File: src/hdl/cpuIsaPkg.sv
// Instruction set definitions for the 16-bit load/store core
// Opcodes, register and word types, branch conditions and flags

package cpuIsaPkg;

  localparam int numRegs   = 16;  // R0 reads as zero
  localparam int bOffWidth = 9;   // B offset field, in halfwords

  typedef logic [15:0] wordT;     // Data or address word
  typedef logic [3:0]  regIdxT;   // Register index

  // Top nibble of every instruction
  typedef enum logic [3:0] {
    ADD    = 4'h0,
    SUB    = 4'h1,
    XOR    = 4'h2,
    RED    = 4'h3,   // Decodes as no-op
    SLL    = 4'h4,
    SRA    = 4'h5,
    ROR    = 4'h6,
    PADDSB = 4'h7,   // Decodes as no-op
    LW     = 4'h8,
    SW     = 4'h9,
    LLB    = 4'hA,
    LHB    = 4'hB,
    B      = 4'hC,
    BR     = 4'hD,
    PCS    = 4'hE,
    HLT    = 4'hF
  } opcodeT;

  // Branch condition, instr[11:9]
  typedef enum logic [2:0] {
    condNe     = 3'b000,  // Z clear
    condEq     = 3'b001,  // Z set
    condGt     = 3'b010,  // Z and N clear
    condLt     = 3'b011,  // N set
    condGe     = 3'b100,
    condLe     = 3'b101,
    condOv     = 3'b110,  // V set
    condAlways = 3'b111
  } condT;

  typedef struct packed {
    logic z;
    logic v;
    logic n;
  } flagsT;

endpackage

File: src/hdl/regFile.sv
// Sixteen-entry register file, two read ports and one write port
// Write data bypasses to the reads so D sees W's result in the same cycle
`timescale 1ns/10ps

module regFile import cpuIsaPkg::*; (
  input  logic   clk,
  input  logic   arstN,
  input  regIdxT rs,
  input  regIdxT rt,
  input  regIdxT wrIdx,
  input  logic   wrEn,
  input  wordT   wrData,
  output wordT   rsData,
  output wordT   rtData
);

  wordT regs [numRegs];  // Entry 0 never written

  always_ff @(posedge clk or negedge arstN) begin
    if (!arstN) begin
      for (int i = 0; i < numRegs; i++) begin
        regs[i] <= '0;
      end
    end else if (wrEn && wrIdx != '0) begin
      regs[wrIdx] <= wrData;
    end
  end

  // R0 first, then the write in flight, then storage
  assign rsData = (rs == '0) ? '0 :
                  (wrEn && wrIdx == rs) ? wrData : regs[rs];
  assign rtData = (rt == '0) ? '0 :
                  (wrEn && wrIdx == rt) ? wrData : regs[rt];

endmodule

File: config.mk
export PLATFORM = sky130hd
export DESIGN_NAME = regFile
export DESIGN_NICKNAME = d
export VERILOG_FILES = /design/src/hdl/cpuIsaPkg.sv /design/src/hdl/regFile.sv
export SDC_FILE = /design/constraint.sdc
export NUM_CORES = 1
export LEC_CHECK = 0
export BUFFER_PORTS_ARGS = -buffer_cell sky130_fd_sc_hd__buf_2
export CORE_ASPECT_RATIO = 1.75
export CORE_UTILIZATION = 37
export CTS_CLUSTER_DIAMETER = 120
export CTS_CLUSTER_SIZE = 24
export DETAILED_ROUTE_END_ITERATION = 6
export HOLD_SLACK_MARGIN = 0.1
export PLACE_DENSITY = 0.65
export RECOVER_POWER = 50
export SYNTH_ARGS = -nofsm -noshare
export SYNTH_HDL_FRONTEND = slang
export SYNTH_SLANG_ARGS = --single-unit
File: constraint.sdc
create_clock -name clk -period 2.9 [get_ports clk]
set_input_delay 0.29 -clock clk [delete_from_list [all_inputs] [get_ports clk]]
set_output_delay 0.29 -clock clk [all_outputs]
set_load 0.02 [all_outputs]
=== After elaboration in Yosys (flattened, before gate mapping) ===
Cells that the tools add are included.

* Bits in registers: 256
* Bits in latches: 0
* RAM bits: 0
* ROM bits: 0
* Output and inout port bits: 32
* Memories: 0

* $add $sub $neg: 0
* Multiply operators: 0
* Divide/modulo/power cells: 0
* $lt $le $gt $ge: 4
* Equal/unequal tests: 2
* Shift operators: 0
* Mux-type cells: 13
* Bitwise gates (word level): 3
* Reductions and logical operators: 7

{| class="wikitable"
|+ Operator list
! operator !! number
|-
| 256-bit bitwise mux || 1
|-
| 16-bit two-way mux || 9
|-
| 16-bit binary-select mux with 4-bit select || 2
|-
| 16-bit demux with 4-bit select || 1
|-
| 5-bit >= comparator (second input constant) || 3
|-
| 4-bit inverter with 5-bit output || 3
|-
| 4-bit equality test || 2
|-
| 4-bit logical NOT || 2
|-
| 5-bit by 1-bit less-than comparator with 1-bit output (second input constant) || 1
|-
| 1-bit logical AND || 4
|-
| 4-bit nonzero test || 1
|}

=== Longest topological paths before layout ===
* Depth after elaboration: 6
* Depth in mapped cells: 8
* Depth with buffers taken out: 4

=== Least setup slack after synthesis ===
OpenSTA, ideal clock, no wires.

* Path type: input to output
* From: input port rs[2]
* To: output port rsData[0]
* Data arrival time: 1.805 ns
* Data required time: 2.610 ns
* Path slack: 0.805 ns
* Stages: 7
* Path buffers: 3
* Path through: buf_2 -> or3b_2 -> buf_6 -> buf_6 -> o22ai_1 -> a211oi_1 -> a31oi_1

* Word-level cells in the longest chain between the ends: 6
* Elaborated cells between the ends (all ways): 9
* Classes of those cells: 1 x eq/ne; 5 x mux; 1 x bitwise; 2 x reduce/logical

{| class="wikitable"
|+ Ends and longest elaborated chain
! item !! RTL line !! source
|-
| from (decl) || regFile.sv:8 || <nowiki>input regIdxT rs,</nowiki>
|-
| 4-bit inverter with 5-bit output (implied by the code) || regFile.sv:31 || <nowiki>(wrEn && wrIdx == rs) ? wrData : regs[rs];</nowiki>
|-
| 16-bit binary-select mux with 4-bit select || regFile.sv:31 ||
|-
| 16-bit two-way mux (implied by the code) (2 in series) || regFile.sv:31 ||
|-
| 16-bit two-way mux || regFile.sv:31 ||
|-
| 16-bit two-way mux * || regFile.sv:30 || <nowiki>assign rsData = (rs == '0) ? '0 :</nowiki>
|-
| to (decl) || regFile.sv:13 || <nowiki>output wordT rsData,</nowiki>
|}

Mark *: on every way between the ends. The rest lies on a longest branch, timed or not. The select of a mux whose other input is x is not followed.

=== Final worst setup path ===
* From: input port rs[3]
* To: output port rsData[13]

The elaborated chain is that of the path after synthesis.

==> flow_metrics.env <==
export IMPL_drtIter0Drc=570
export IMPL_largest_register_ffs=256
export IMPL_multi_input_area_sq_mm=0.00701
export IMPL_yosysWarnings=0
export IMPL_pin_count=63
export IMPL_layout_nets=1107
export IMPL_post_route_min_period_ps=2700
export IMPL_yosysMostFrequentCell="dfrtp_1"
export IMPL_worstSetupPathType="input port to output port"
export IMPL_firstDrtPassIters=5
export IMPL_die_y_um=260
export IMPL_antenna_found_initial=0
export IMPL_wl_per_cell_um=27.5
export IMPL_synth_top_area_share_pct=45.6
export IMPL_cp_required_ps=2610
export IMPL_syn_inst=1048
export IMPL_r2r_start="regs[82]"
export IMPL_async_reset_ff_share_pct=100
export IMPL_finalSetupViolCount=0
export IMPL_crit_fanout=16
export IMPL_globalplace_congestion=0.868
export IMPL_post_cts_buffers=0
export IMPL_violations="capacitance limit, slew limit"
export IMPL_endpoint="rsData[13]"
export IMPL_fin_crit_sh_pct=93.1
export IMPL_hold_class="input port to flip-flop"
export IMPL_cp_startpoint="rs[3]"
export IMPL_leakagePower_uw=0.00647
export IMPL_synth_edf_count=0
export IMPL_avgViaCountPerCell=6.17
export IMPL_top_regs="regs (256)"
export IMPL_avgSynthCellArea_sq_um=13.4
export IMPL_numClockSinks=256
export IMPL_top_register="regs"
export IMPL_grt_max_degree=77
export IMPL_synth_area_top_cells="dfrtp_1 (46%), mux2_2 (19%), mux4_2 (10%)"
export IMPL_core_sq_mm=0.0375
export IMPL_ant_nets=0
export IMPL_rr_endpoint="regs[82]"
export IMPL_reg2regPathDepth=1
export IMPL_clock_skew_ps=0
export IMPL_tightest_slew_ps=2020
export IMPL_synth_fp_nets=1079
export IMPL_vdd_ir_drop_worst_v=0.000696
export IMPL_drive_above_1_share_pct=41.8
export IMPL_worstSetupEndpointType="output port"
export IMPL_grt_pass1_wl_um=64400
export IMPL_drc_errors=0
export IMPL_initial_core_util_pct=37.4
export IMPL_overflow=0
export IMPL_ys_types=33
export IMPL_rsz0062_at_grt="false"
export IMPL_antenna_cells=0
export IMPL_yosysSeqAreaShare_pct=45.6
export IMPL_dp_hpwl_um=29900
export IMPL_power_uw=9750
export IMPL_cts_root_buf="clkbuf_16"
export IMPL_place_area_sq_mm=0.0150
export IMPL_final_hold_violation_count=0
export IMPL_nFillCells=3475
export IMPL_fin_area_sq_mm=0.0153
export IMPL_rrSetupSlack_ps=2090
export IMPL_area_growth_pct=8.94
export IMPL_h_tree_depth=1
export IMPL_fin_util_pct=40.8
export IMPL_track_usage_pct=22.7
export IMPL_cts_tree="done"
export IMPL_tns_ps=0
export IMPL_grt_pass1_vias=10300
export IMPL_synthTopCellsByCount="dfrtp_1 (256), mux2_2 (240), mux2i_1 (128)"
export IMPL_relSlewSlack_pct=-34.4
export IMPL_ys_ff_latch=256
export IMPL_drv_cap=5
export IMPL_portBuffers=62
export IMPL_worstSkewPairLatency_ps=490
export IMPL_start_kind="input port"
export IMPL_cts_made_buffers=14
export IMPL_syn_area_sq_mm=0.0140
export IMPL_dieArea_sq_mm=0.0388
export IMPL_maxSlewViolCount=126
export IMPL_ff_latch_area_sq_mm=0.00641
export IMPL_clkSlewWorstSetupHoldPaths_ps=100
export IMPL_synth_area_leader_cell="dfrtp_1"
export IMPL_num_rows=94
export IMPL_drt_wl_total_um=42700
export IMPL_clockBufferDepth=3
export IMPL_status="complete, but fails checks"
export IMPL_vias=9593
export IMPL_power_density_mw_per_mm2=637
export IMPL_synth_ff_type="dfrtp_1"
export IMPL_arrival_ps=2410
export IMPL_fp_dieW_um=149
export IMPL_fmax_mhz=371
## per-layer routing
metal	track usage, %	wire, um	part of all wire (%)	up-vias
met5	0	0	0	-
met4	15.1	3020	7.1	0
met3	2.44	1880	4.4	161
met2	42.2	23200	54	366
met1	23.7	14600	34	5009
li1	-	-	-	4057
## cells in the final DEF, fill, tap and decap left out, types with 3 or more instances in the layout
master	n
buf_12	8
a211oi_1	32
nor2_1	3
nor2_2	6
buf_2	57
nand3_1	31
clkbuf_1	12
mux4_2	64
nand3b_1	5
or3_1	5
or2_1	3
xnor2_1	8
buf_4	52
o31ai_1	32
mux2_2	240
dfrtp_1	256
nand2b_1	3
mux2i_1	128
nand2_1	3
a31oi_1	30
clkbuf_16	15
o22ai_1	64
## cell type report
cell class              instances  area share, %
multi-input cells             672           45.8
flip-flops and latches        256           41.9
repair buffers                132           5.93
well taps                     480           3.92
clock buffers                  15           2.45
clock inverters                 1         0.0572
## cells by family after synthesis
family,after synthesis,synth area share [%]
DFF,256,45.6
AOI/OAI and AO/OA,160,7.68
xor gates and xnor gates,8,0.499
buffers and inverters,120,4.54
and+or+nand+nor,70,2.89
muxes,434,38.8
## through the flow
stage | std cells | worst slack (ps) | hold WS, ps
after floorplan | 1048 | 805 | -5.59
after global placement | 1539 | 346 | 317
after detailed placement | 1539 | 301 | 314
after CTS | 1556 | 273 | 251
after global routing | 1556 | 121 | 288
final | 1556 | 201 | 274
## worst max-delay path, stage by stage
cell     delay, ps
buf_2          320
buf_4          270
xnor2_1        160
nand3_2        100
or2_1          520
a31oi_1        480
buf_2          250
## report_power, final
group | internal, uW | total (uW) | switching [uW]
combinational | 1430 | 2670 | 1240
clock | 937 | 2130 | 1200
sequential | 4350 | 4950 | 598
## worst min path at each step
stage | start | endpoint | slack [ps] | cells past startpoint
after detailed placement | arstN | regs[187] | 310 | 1
final | wrData[6] | regs[102] | 270 | 2
after floorplan | arstN | regs[0] | -6 | 0
after global routing | wrData[7] | regs[215] | 290 | 2
after global placement | arstN | regs[187] | 320 | 1
after CTS | wrData[7] | regs[215] | 250 | 2
## timing repair
action                    4_1_cts  5_1_grt
resized for setup               0        0
hold buffers                    1        0
hold endpoints to repair       73        0
(Power assumes the default switching activity.)
