## config.mk

```make
export PLATFORM = sky130hd
export DESIGN_NAME = aluCompute
export DESIGN_NICKNAME = d
export VERILOG_FILES = /design/src/hdl/cpuIsaPkg.sv /design/src/hdl/aluCompute.sv
export SDC_FILE = /design/constraint.sdc
export NUM_CORES = 1
export LEC_CHECK = 0
export BUFFER_PORTS_ARGS = -buffer_cell sky130_fd_sc_hd__buf_2
export CAP_MARGIN = 30
export CORE_MARGIN = 2
export CORE_UTILIZATION = 40
export CTS_CLUSTER_DIAMETER = 30
export DETAILED_ROUTE_END_ITERATION = 10
export PLACE_DENSITY = 0.57
export SETUP_SLACK_MARGIN = 0.5
export SLEW_MARGIN = 20
export SYNTH_ARGS = -nofsm -noshare
export SYNTH_HDL_FRONTEND = slang
export SYNTH_SLANG_ARGS = --single-unit
export TNS_END_PERCENT = 30
```

## constraint.sdc

```tcl
create_clock -name clk -period 15.3 [get_ports clk]
set_input_delay 3.06 -clock clk [delete_from_list [all_inputs] [get_ports clk]]
set_output_delay 3.06 -clock clk [all_outputs]
set_load 0.01 [all_outputs]
```

## src/hdl/cpuIsaPkg.sv

```systemverilog
// Instruction set definitions for the 16-bit load/store core
// Opcodes, register and word types, branch conditions and flags

package cpuIsaPkg;

  localparam int numRegs   = 16;  // R0 reads as zero
  localparam int bOffWidth = 9;   // B offset field, in halfwords

  typedef logic [15:0] wordT;     // Data or address word
  typedef logic [3:0]  regIdxT;   // Register index

  // Top nibble of every instruction
  typedef enum logic [3:0] {
    ADD    = 4'h0,
    SUB    = 4'h1,
    XOR    = 4'h2,
    RED    = 4'h3,   // Decodes as no-op
    SLL    = 4'h4,
    SRA    = 4'h5,
    ROR    = 4'h6,
    PADDSB = 4'h7,   // Decodes as no-op
    LW     = 4'h8,
    SW     = 4'h9,
    LLB    = 4'hA,
    LHB    = 4'hB,
    B      = 4'hC,
    BR     = 4'hD,
    PCS    = 4'hE,
    HLT    = 4'hF
  } opcodeT;

  // Branch condition, instr[11:9]
  typedef enum logic [2:0] {
    condNe     = 3'b000,  // Z clear
    condEq     = 3'b001,  // Z set
    condGt     = 3'b010,  // Z and N clear
    condLt     = 3'b011,  // N set
    condGe     = 3'b100,
    condLe     = 3'b101,
    condOv     = 3'b110,  // V set
    condAlways = 3'b111
  } condT;

  typedef struct packed {
    logic z;
    logic v;
    logic n;
  } flagsT;

endpackage

```

## src/hdl/aluCompute.sv

```systemverilog
// Execute-stage ALU with the Z/V/N flag register
// Flags written at the edge that ends E, per-flag by opcode
`timescale 1ns/10ps

module aluCompute import cpuIsaPkg::*; (
  input  logic   clk,
  input  logic   arstN,
  input  opcodeT opcode,
  input  logic   valid,  // Bubbles leave the flags alone
  input  wordT   a,
  input  wordT   b,
  output wordT   result,
  output flagsT  flags
);

  logic signed [16:0] sumWide;  // One guard bit for overflow
  logic               ovf;
  wordT               satOut;
  logic [31:0]        rotWide;
  logic [3:0]         shamt;
  logic               wrZ;       // XOR, shifts, ADD, SUB
  logic               wrVn;      // ADD, SUB only

  assign shamt = b[3:0];

  assign sumWide = (opcode == SUB) ? {a[15], a} - {b[15], b}
                                   : {a[15], a} + {b[15], b};
  assign ovf     = sumWide[16] ^ sumWide[15];
  assign satOut  = !ovf ? sumWide[15:0] :
                   sumWide[16] ? 16'h8000 : 16'h7FFF;  // Clamp by true sign

  assign rotWide = {a, a} >> shamt;

  always_comb begin
    case (opcode)
      ADD, SUB: result = satOut;
      XOR:      result = a ^ b;
      SLL:      result = a << shamt;
      SRA:      result = wordT'($signed(a) >>> shamt);
      ROR:      result = rotWide[15:0];
      LW, SW:   result = (a + {b[14:0], 1'b0}) & 16'hFFFE;  // Word aligned
      LLB:      result = {a[15:8], b[7:0]};
      LHB:      result = {b[7:0], a[7:0]};
      default:  result = a;  // PCS passes PC+2, no-ops pass rs
    endcase
  end

  assign wrVn = (opcode == ADD) || (opcode == SUB);
  assign wrZ  = wrVn || (opcode == XOR) || (opcode == SLL) ||
                (opcode == SRA) || (opcode == ROR);

  ////////////////////////////////////////////////////////////
  // Flag register
  ////////////////////////////////////////////////////////////
  always_ff @(posedge clk or negedge arstN) begin
    if (!arstN) begin
      flags <= '0;
    end else if (valid) begin
      if (wrZ) begin
        flags.z <= (result == '0);
      end
      if (wrVn) begin
        flags.v <= ovf;
        flags.n <= result[15];  // Sign after saturation
      end
    end
  end

endmodule

```

## Word-level counts from Yosys, hierarchy flattened

Index checks and enable logic that the tools add are counted.

- Input port bits: 39
- Logic and storage cells: 35
- Output and inout port bits: 19
- Register bits: 3

- Muxes and demuxes: 4
- Eq/ne operators: 9
- Shift operators: 3
- Add/sub/neg operators: 3
- Bitwise gates (word level): 2
- Reductions and logical operators: 11

Operators by type and width:

| kind | number |
|---|---|
| case mux 16 bit (8 select lines) | 1 |
| 2-to-1 mux 16 bit | 2 |
| right shift 32 x 4 -> 16 bit | 1 |
| adder 16 x 16 -> 17 bit | 1 |
| 2-to-1 mux 17 bit | 1 |
| subtractor 16 x 16 -> 17 bit | 1 |
| adder 16 bit | 1 |
| == test 4 bit, second input constant | 4 |
| zero test 16 bit | 1 |
| << shifter 16 x 4 -> 16 bit | 1 |
| >>> shifter 16 x 4 -> 16 bit | 1 |
| XOR 16 bit | 1 |
| == test 4 x 3 -> 1 bit, second input constant | 3 |
| logical OR 1 bit | 5 |
| == test 4 x 1 -> 1 bit, second input constant | 1 |
| == test 4 x 2 -> 1 bit, second input constant | 1 |
| zero test 4 bit | 1 |
| AND reduction 2 bit | 2 |
| OR reduction 2 bit | 2 |
| XOR 1 bit | 1 |

## Depth between registers and ports, before layout

Gate-level depths: netlist of the first run.

- Depth in word-level cells: 7
- Mapped depth: 30
- Mapped depth without buffers: 25

## Worst setup path before layout of the first run

OpenSTA, ideal clock, no wires.

- Path type: input-to-output
- Start: in b[0]
- End: out result[15]
- Stages on the path: 25
- Required time: 12.240 ns
- Buffers on the path: 5
- Arrival: 8.165 ns
- Path slack: 4.075 ns
- Cells stage by stage: buf_2 > buf_2 > buf_2 > buf_2 > inv_2 > buf_2 > ha_1 > or4b_4 > o21ai_0 > xor2_1 > ha_1 > a211oi_1 > nor3_1 > a2111oi_0 > nor3_1 > a21oi_1 > o21bai_1 > xor2_1 > inv_1 > ha_1 > or3_1 > o211ai_1 > a32oi_1 > or4_1 > a21o_1

- Cells in the longest elaborated chain, start to end: 5
- Elaborated cells between the ends (all ways): 11
- Classes of those cells: add/sub (3); shift (3); mux (4); bitwise (1)

RTL lines:

| item | line | text |
|---|---|---|
| start, declared | aluCompute.sv:11 | `input wordT b,` |
| adder 16 x 16 -> 17 bit or subtractor 16 x 16 -> 17 bit (tied branches) | aluCompute.sv:27, aluCompute.sv:26 |  |
| 2-to-1 mux 17 bit | aluCompute.sv:26 | `assign sumWide = (opcode == SUB) ? {a[15], a} - {b[15], b}` |
| 2-to-1 mux 16 bit or XOR 1 bit (tied branches) | aluCompute.sv:30, aluCompute.sv:28 |  |
| 2-to-1 mux 16 bit | aluCompute.sv:29 | `assign satOut = !ovf ? sumWide[15:0] :` |
| case mux 16 bit (8 select lines) * | aluCompute.sv:35 | `case (opcode)` |
| end, declared | aluCompute.sv:12 | `output wordT result,` |

Every way passes the cells marked *; elsewhere a longest branch is shown, timed or not.

## Final worst setup path of the first run

- Start: in b[0]
- End: out result[2]

- Cells in the longest elaborated chain, start to end: 5
- Elaborated cells between the ends (all ways): 11
- Classes of those cells: add/sub (3); shift (3); mux (4); bitwise (1)

RTL lines:

| item | line | text |
|---|---|---|
| adder 16 x 16 -> 17 bit or subtractor 16 x 16 -> 17 bit (tied branches) | aluCompute.sv:27, aluCompute.sv:26 |  |
| 2-to-1 mux 17 bit * | aluCompute.sv:26 |  |
| XOR 1 bit * | aluCompute.sv:28 | `assign ovf = sumWide[16] ^ sumWide[15];` |
| named net ovf | aluCompute.sv:17 | `logic ovf;` |
| 2-to-1 mux 16 bit * | aluCompute.sv:29 |  |
| case mux 16 bit (8 select lines) * | aluCompute.sv:35 |  |

Mark *: on every way through the listed nets, which the timed path passes. The rest lies on a longest branch.

==> results of run 1 <==
-- cells by family (layout without fill, tap and decap cells) --
| family | after synthesis | in the layout | share of synthesized area (%) |
|---|---|---|---|
| xor+xnor | 42 | 42 | 7.34 |
| fa+ha+maj | 36 | 36 | 9.29 |
| flops | 3 | 3 | 1.50 |
| mux | 62 | 62 | 18.3 |
| buf+inv | 83 | 90 | 6.52 |
| compound gates | 238 | 238 | 32.5 |
| simple gates | 242 | 242 | 24.6 |
-- cells in the final DEF (no fill, tap or decap), types with 15 or more instances in the layout --
cell type and count:
nand2_1 67, nor2_1 58, nand3_1 15, nor3_1 18, inv_1 15, o21ai_0 35, buf_2 57, ha_1 34
mux2i_1 25, xnor2_1 23, xor2_1 19, mux4_2 22, a21oi_1 56
-- area by class of cell --
class | count | area share [%]
clock buffer | 4 | 1.46
inverter | 21 | 1.46
multi-input combinational | 620 | 85.4
sequential | 3 | 1.39
tap | 168 | 3.89
timing repair buffer | 65 | 6.39
-- metrics by stage --
step	instance area [um^2]	total power, mW
2_1_floorplan	5010	0.165
5_1_grt	5400	0.303
3_5_place_dp	5320	0.237
3_3_place_gp	5320	0.235
6_report	5400	0.286
4_1_cts	5400	0.280
-- worst max-delay path by stage --
stage	start	endpoint	slack, ns	depth (start not counted)
CTS	b[0]	result[2]	3.47	23
floorplan	b[0]	result[15]	4.08	25
global placement	b[0]	result[2]	3.58	23
global route	b[0]	result[2]	2.83	23
detailed placement	b[0]	result[2]	3.47	23
finish	b[0]	result[2]	3.35	23
-- worst max-delay path: stages --
cell       delay (ns)
buf_2            0.09
buf_4            0.31
inv_2            0.33
ha_1             0.25
or4b_4           0.52
o21ai_0          0.22
xor2_1           0.17
ha_1             0.31
a211oi_1         0.61
nor3_1           0.10
a2111oi_0        0.42
nor3_1           0.15
a21oi_1          0.17
o21bai_1         0.09
xor2_1           0.17
ha_1             0.39
nor4_1           0.62
a32oi_1          0.22
o211ai_1         0.16
a31oi_1          0.06
nand2_1          0.08
o32a_1           0.23
buf_2            0.17
-- per-layer routing --
layer | global-route usage (%) | wire [um] | up-vias
li1 | - | - | 2720
met1 | 47.6 | 9610 | 2955
met2 | 56.7 | 10700 | 466
met3 | 4.71 | 2350 | 89
met4 | 14.8 | 1160 | 0
met5 | 0 | 0 | -
-- power by group through the flow --
| stage | Clock [mW] | Sequential, mW | Combinational, mW |
|---|---|---|---|
| 3_3_place_gp | 0 | 0.0106 | 0.224 |
| 3_5_place_dp | 0 | 0.0106 | 0.226 |
| 2_1_floorplan | 0 | 0.0115 | 0.154 |
| 5_1_grt | 0.0424 | 0.0109 | 0.250 |
| 6_report | 0.0414 | 0.0106 | 0.234 |
| 4_1_cts | 0.0419 | 0.0106 | 0.227 |
==> flow_metrics.env, run 1 <==
export IMPL_wirelength_um=23800
export IMPL_hold_viol=0
export IMPL_synth_nets=781
export IMPL_clockBufferDepth=2
export IMPL_synth_seq_cells=3
export IMPL_setup_violations=0
export IMPL_dr_pass1_iters=5
export IMPL_initial_core_util_pct=41.4
export IMPL_yosysMostFrequentCell="nand2_1"
export IMPL_peakVddDrop_v=0.0000797
export IMPL_synth_area_leaders="mux4_2 (9.9%), ha_1 (8.5%), a21oi_1 (5.6%)"
export IMPL_htreeDepth=1
export IMPL_io_buffers=57
export IMPL_die_w_um=116
export IMPL_synth_edff_count=0
export IMPL_worstReg2RegStart="flags[0]"
export IMPL_slew_violations=0
export IMPL_synth_top_cell_area_share_pct=9.89
export IMPL_grt_pass1_wl_um=36000
export IMPL_hold_class="flop to flop"
export IMPL_first_iter_violations=830
export IMPL_p_int_mw=0.130
export IMPL_r2r_slack_ns=14.54
export IMPL_clkPwrFrac_pct=14.5
export IMPL_regMostFlops="flags"
export IMPL_status="finished clean"
export IMPL_synthTopCellsByCount="nand2_1 (67), nor2_1 (58), a21oi_1 (56)"
export IMPL_post_synth_top_area_cell="mux4_2"
export IMPL_die_area_um2=13400
export IMPL_worst_pin_slew_ns=0.944
export IMPL_fin_cells=881
export IMPL_cp_arrival_ns=8.89
export IMPL_rsz0062_at_grt="false"
export IMPL_clock_latency_ns=0.22
export IMPL_nFillCells=1305
export IMPL_hold_ws_ns=0.488
export IMPL_p_sw_mw=0.156
export IMPL_async_flop_share_pct=100
export IMPL_ys_seq_area_share_pct=1.50
export IMPL_synthCells=706
export IMPL_holdBufCountCts=0
export IMPL_yosys_warnings=0
export IMPL_drc=0
export IMPL_multi_input_area_um2=4610
export IMPL_seqPwrFrac_pct=3.7
export IMPL_largest_reg_flops=3
export IMPL_dp_cells=877
export IMPL_nNetsFinal=789
export IMPL_critPathMaxFanout=44
export IMPL_crit_type="input port to primary output"
export IMPL_netlist_cell_type_count=84
export IMPL_setup_ws_ns=3.35
export IMPL_fin_tns_setup_ns=0
export IMPL_path_clk_slew_ns=0.03
export IMPL_grt_max_degree=45
export IMPL_cts_tree="yes"
export IMPL_period_share_pct=78.1
export IMPL_fin_crit_ns=11.95
export IMPL_cts_resized=0
export IMPL_place_ws_ns=3.47
export IMPL_synth_flop_cell="dfrtp_1"
export IMPL_reg_top3="flags: 3 flops"
export IMPL_fin_skew_ns=0
export IMPL_relSlewSlack_pct=36.2
export IMPL_cellPowerDensity_nw_per_um2=53.0
export IMPL_critPathLaunchType="input port"
export IMPL_required_ns=12.24
export IMPL_row_count=40
export IMPL_area_delta_synth_final_pct=7.84
export IMPL_gp_congestion=1.07
export IMPL_antenna_cells=0
export IMPL_antenna_found_initial=0
export IMPL_grt_ovfl_total=0
export IMPL_setup_worst_path_end_class="primary output"
export IMPL_placeableCoreArea_um2=12100
export IMPL_wire_per_inst_um=27.0
export IMPL_postCtsSetupBuffers=0
export IMPL_fin_util_pct=44.6
export IMPL_io_pins=58
export IMPL_p_leak_nw=2.13
export IMPL_cts_num_sinks=3
export IMPL_dp_hpwl_um=17400
export IMPL_min_from="flags[1]"
export IMPL_syn_area_um2=5010
export IMPL_numCtsBuffers=3
export IMPL_drv_cap=0
export IMPL_pwr_share_comb_pct=81.8
export IMPL_timing_rr_end="flags[0]"
export IMPL_cts_root_buf="clkbuf_16"
export IMPL_drive_above_1_share_pct=17.1
export IMPL_whs_path_depth=2
export IMPL_via_count=6230
export IMPL_switching_share_pct=54.5
export IMPL_grt_pass1_vias=5859
export IMPL_max_freq_ghz=0.0837
export IMPL_seqCellArea_um2=75.1
export IMPL_syn_avg_cell_area_um2=7.09
export IMPL_r2r_cells=1
export IMPL_holdPathEnd="flags[1]"
export IMPL_die_height_um=116
export IMPL_grt_use_total_pct=35.3
export IMPL_routed_via_density=7.07
export IMPL_ant_nets=0
Power figures use the tool's default switching activity.
==> inputs of run 2 (changes only) <==
PLACE_DENSITY = 0.59   (was 0.57)
clock period = 10.72 ns   (was 15.3 ns; I/O delays follow)
==> run 2 against run 1 <==
Routed wire length up 2.7%. Global-route usage up 1.0 points. Worst setup slack worse by 2.3 ns. Largest power group unchanged.
==> flow_metrics.env, run 2 (same netlist as run 1, synthesis figures left out) <==
export IMPL_status="finished clean"
export IMPL_postCtsSetupBuffers=0
export IMPL_antenna_found_initial=0
export IMPL_critPathSlowestCell="nor4_2"
export IMPL_io_buffers=57
export IMPL_initial_core_util_pct=41.4
export IMPL_final_cell_area_um2=5440
export IMPL_htreeDepth=1
export IMPL_r2r_cells=1
export IMPL_nNetsFinal=793
export IMPL_min_from="flags[1]"
export IMPL_period_share_pct=90.4
export IMPL_cp_arrival_ns=7.55
export IMPL_rsz0062_at_grt="false"
export IMPL_dp_cells=881
export IMPL_largest_reg_flops=3
export IMPL_finalPower_mw=0.413
export IMPL_fin_util_pct=44.9
export IMPL_path_clk_slew_ns=0.03
export IMPL_placed_area_um2=5360
export IMPL_grt_pass1_wl_um=36400
export IMPL_clockBufferDepth=2
export IMPL_critical_path_cell_chain="buf_2, nor3_1, nand2_1, nor2_1, a21o_1, inv_1, ha_1, nor2b_1, o2111ai_1, a211oi_1, a2111oi_0, nor3_1, a21oi_1, o21bai_1, xor2_1, ha_1, nor4_2, a32oi_1, o211ai_1, a31oi_1, nand2_1, o32a_1, buf_2"
export IMPL_first_iter_violations=740
export IMPL_cts_resized=0
export IMPL_reg_top3="flags: 3 flops"
export IMPL_routed_via_density=7.04
export IMPL_ant_nets=0
export IMPL_fin_skew_ns=0
export IMPL_whs_path_depth=2
export IMPL_hold_viol=0
export IMPL_placeableCoreArea_um2=12100
export IMPL_drc=0
export IMPL_worstReg2RegStart="flags[0]"
export IMPL_critPathLaunchType="input port"
export IMPL_p_leak_nw=2.15
export IMPL_peakVddDrop_v=0.000126
export IMPL_die_height_um=116
export IMPL_drive_above_1_share_pct=17.7
export IMPL_regMostFlops="flags"
export IMPL_max_freq_ghz=0.103
export IMPL_crit_type="input port to primary output"
export IMPL_dp_hpwl_um=18000
export IMPL_die_w_um=116
export IMPL_grt_use_total_pct=36.3
export IMPL_fin_crit_ns=9.70
export IMPL_cts_tree="yes"
export IMPL_fin_tns_setup_ns=0
export IMPL_relSlewSlack_pct=32.6
export IMPL_grt_pass1_vias=5855
export IMPL_wire_per_inst_um=27.6
export IMPL_layout_common_cells="nand2_1 (67), nor2_1 (58), buf_2 (57)"
export IMPL_numCtsBuffers=3
export IMPL_antenna_cells=0
export IMPL_fin_cells=885
export IMPL_grt_ovfl_total=0
export IMPL_gp_congestion=1.03
export IMPL_cts_root_buf="clkbuf_16"
export IMPL_dr_pass1_iters=6
export IMPL_drv_cap=0
export IMPL_required_ns=8.58
export IMPL_io_pins=58
export IMPL_die_area_um2=13400
export IMPL_area_delta_synth_final_pct=8.57
export IMPL_worst_pin_slew_ns=1.00
export IMPL_crit_path_max_incr_delay_ns=0.64
export IMPL_timing_critical_path_from="opcode[2]"
export IMPL_critPathMaxFanout=30
export IMPL_cellPowerDensity_nw_per_um2=76.0
export IMPL_holdBufCountCts=0
export IMPL_hold_class="flop to flop"
export IMPL_setup_worst_path_end_class="primary output"
export IMPL_wirelength_um=24400
export IMPL_grt_max_degree=38
export IMPL_final_common_cell="nand2_1"
export IMPL_row_count=40
export IMPL_clock_latency_ns=0.22
export IMPL_via_count=6226
export IMPL_setup_violations=0
export IMPL_slew_violations=0
export IMPL_cts_num_sinks=3
run 2: report_power, final:
| part | switching [mW] | internal, mW | total (mW) |
|---|---|---|---|
| clock network | 0.0105 | 0.0491 | 0.0596 |
| registers | 0.00131 | 0.0139 | 0.0152 |
| logic | 0.215 | 0.124 | 0.339 |
run 2: per-layer routing:
metal	share of wire [%]	vias up	global-route usage (%)	wire (um)
li1	-	2728	-	-
met1	42	3013	51.0	10300
met2	45	413	58.2	11000
met3	9.2	72	3.19	2240
met4	3.8	0	12.9	932
met5	0	-	0	0
run 2: final timing paths:
check	endpoint	slack (ns)
min	flags[1]	0.51
max reg2reg	flags[0]	9.97
min reg2reg	flags[1]	0.51
max in group asynchronous	flags[0]	8.90
max	result[2]	1.02
min in group asynchronous	flags[1]	1.71
run 2: through the flow:
stage | setup WS (ns) | hold WS (ns)
2_1_floorplan | 1.33 | 0.511
3_3_place_gp | 0.604 | 0.486
3_5_place_dp | 1.10 | 0.492
4_1_cts | 1.07 | 0.502
5_1_grt | 0.588 | 0.532
6_report | 1.02 | 0.506
run 2: area by class of cell:
class	instances	area, um^2
clock buffers	4	78.8
fillers	1315	6670
inverters	21	78.8
multi-input cells	620	4620
flip-flops and latches	3	75.1
well taps	168	210
repair buffers	69	375
run 2: worst max-delay path: cells and delay by family:
kind | cells | cell delay, ns
xor gates and xnor gates | 1 | 0.17
and+or+nand+nor | 7 | 2.04
buffers and inverters | 3 | 0.50
adders and majority gates | 2 | 0.64
AOI/OAI and AO/OA | 10 | 2.02
==> inputs of run 3 (changes only) <==
PLACE_DENSITY = 0.57   (was 0.59)
clock period = 11.7 ns   (was 10.72 ns; I/O delays follow)
==> run 3 against run 2 <==
Combinational power down 9.4%. Utilization about the same. Clock skew unchanged.
==> flow_metrics.env, run 3 (same netlist as run 1, synthesis figures left out) <==
export IMPL_status="finished clean"
export IMPL_cellPowerDensity_nw_per_um2=69.2
export IMPL_clock_latency_ns=0.22
export IMPL_die_area_um2=13400
export IMPL_grt_pass1_vias=5767
export IMPL_critPathMaxFanout=32
export IMPL_ant_nets=0
export IMPL_dr_pass1_iters=6
export IMPL_initial_core_util_pct=41.4
export IMPL_peakVddDrop_v=0.000111
export IMPL_period_share_pct=87.9
export IMPL_grt_max_degree=37
export IMPL_p_leak_nw=2.16
export IMPL_postCtsSetupBuffers=0
export IMPL_setup_worst_path_end_class="primary output"
export IMPL_io_pins=58
export IMPL_cts_root_buf="clkbuf_16"
export IMPL_fin_tns_setup_ns=0
export IMPL_routed_via_density=6.96
export IMPL_layout_common_cells="nand2_1 (67), nor2_1 (58), buf_2 (57)"
export IMPL_relSlewSlack_pct=37.4
export IMPL_setup_ws_ns=1.41
export IMPL_cts_tree="yes"
export IMPL_htreeDepth=1
export IMPL_grt_pass1_wl_um=35500
export IMPL_cp_arrival_ns=7.95
export IMPL_fin_crit_ns=10.29
export IMPL_final_common_cell="nand2_1"
export IMPL_grt_use_total_pct=35.2
export IMPL_fin_skew_ns=0
export IMPL_regMostFlops="flags"
export IMPL_path_clk_slew_ns=0.03
export IMPL_dp_hpwl_um=17700
export IMPL_drive_above_1_share_pct=17.6
export IMPL_hold_class="flop to flop"
export IMPL_die_height_um=116
export IMPL_max_freq_ghz=0.0972
export IMPL_placeableCoreArea_um2=12100
export IMPL_rsz0062_at_grt="false"
export IMPL_cts_num_sinks=3
export IMPL_worst_pin_slew_ns=0.932
export IMPL_via_count=6159
export IMPL_first_iter_violations=744
export IMPL_fin_cells=885
export IMPL_dp_cells=881
export IMPL_cts_resized=0
export IMPL_antenna_found_initial=0
export IMPL_setup_violations=0
export IMPL_grt_ovfl_total=0
export IMPL_wirelength_um=23700
export IMPL_hold_ws_ns=0.519
export IMPL_antenna_cells=0
export IMPL_io_buffers=57
export IMPL_nNetsFinal=793
export IMPL_row_count=40
export IMPL_die_w_um=116
export IMPL_nFillCells=1292
export IMPL_reg_top3="flags: 3 flops"
export IMPL_required_ns=9.36
export IMPL_place_ws_ns=1.61
export IMPL_finalPower_mw=0.377
export IMPL_holdBufCountCts=0
export IMPL_gp_congestion=0.999
export IMPL_drv_cap=0
export IMPL_hold_viol=0
export IMPL_drc=0
export IMPL_largest_reg_flops=3
export IMPL_critPathLaunchType="input port"
export IMPL_clockBufferDepth=2
export IMPL_crit_type="input port to primary output"
export IMPL_wire_per_inst_um=26.8
export IMPL_slew_violations=0
export IMPL_numCtsBuffers=3
export IMPL_area_delta_synth_final_pct=8.62
[run 3: critical path, stage by stage]
cell	delay [ns]
buf_2	0.33
inv_2	0.19
ha_1	0.23
or4b_4	0.53
o21ai_0	0.23
xor2_1	0.18
ha_1	0.30
a211oi_1	0.62
nor3_1	0.09
a2111oi_0	0.38
nor3_1	0.15
a21oi_1	0.17
o21bai_1	0.09
xor2_1	0.16
ha_1	0.38
nor4_1	0.68
nand2_1	0.12
a41oi_1	0.52
buf_2	0.24
[run 3: report_power, final]
part	total [mW]	internal (mW)	leakage [nW]	switching (mW)
Sequential	0.0143	0.0128	0.0383	0.00157
Combinational	0.307	0.114	2.08	0.193
Clock	0.0555	0.0451	0.0382	0.0104
Total	0.377	0.171	2.16	0.205
[run 3: final cells by class]
class	instances	area [um^2]	area share [%]
sequential	3	75.1	1.38
tap	168	210	3.86
multi-input combinational	620	4620	85.0
clock buffer	4	78.8	1.45
timing repair buffer	69	375	6.90
inverter	21	78.8	1.45
[run 3: per-stage QoR]
step	util [%]	cell area [um^2]
after floorplan	-	5010
after global placement	44.3	5360
after detailed placement	44.3	5360
after CTS	44.9	5440
after global routing	44.9	5440
final	44.9	5440
[run 3: metal layers]
layer | wire length (um) | track usage (%)
met1 | 9810 | 47.9
met2 | 10400 | 57.4
met3 | 2380 | 3.82
met4 | 1040 | 13.2
met5 | 0 | 0
[run 3: worst paths after layout]
path / cells after the start / to / slack (ns) / startpoint
max: 19 / result[7] / 1.41 / b[1]
min: 2 / flags[1] / 0.52 / flags[1]
max reg2reg: 1 / flags[0] / 10.95 / flags[0]
min reg2reg: 2 / flags[1] / 0.52 / flags[1]
max in group asynchronous: 1 / flags[0] / 9.69 / arstN
min in group asynchronous: 1 / flags[1] / 1.90 / arstN
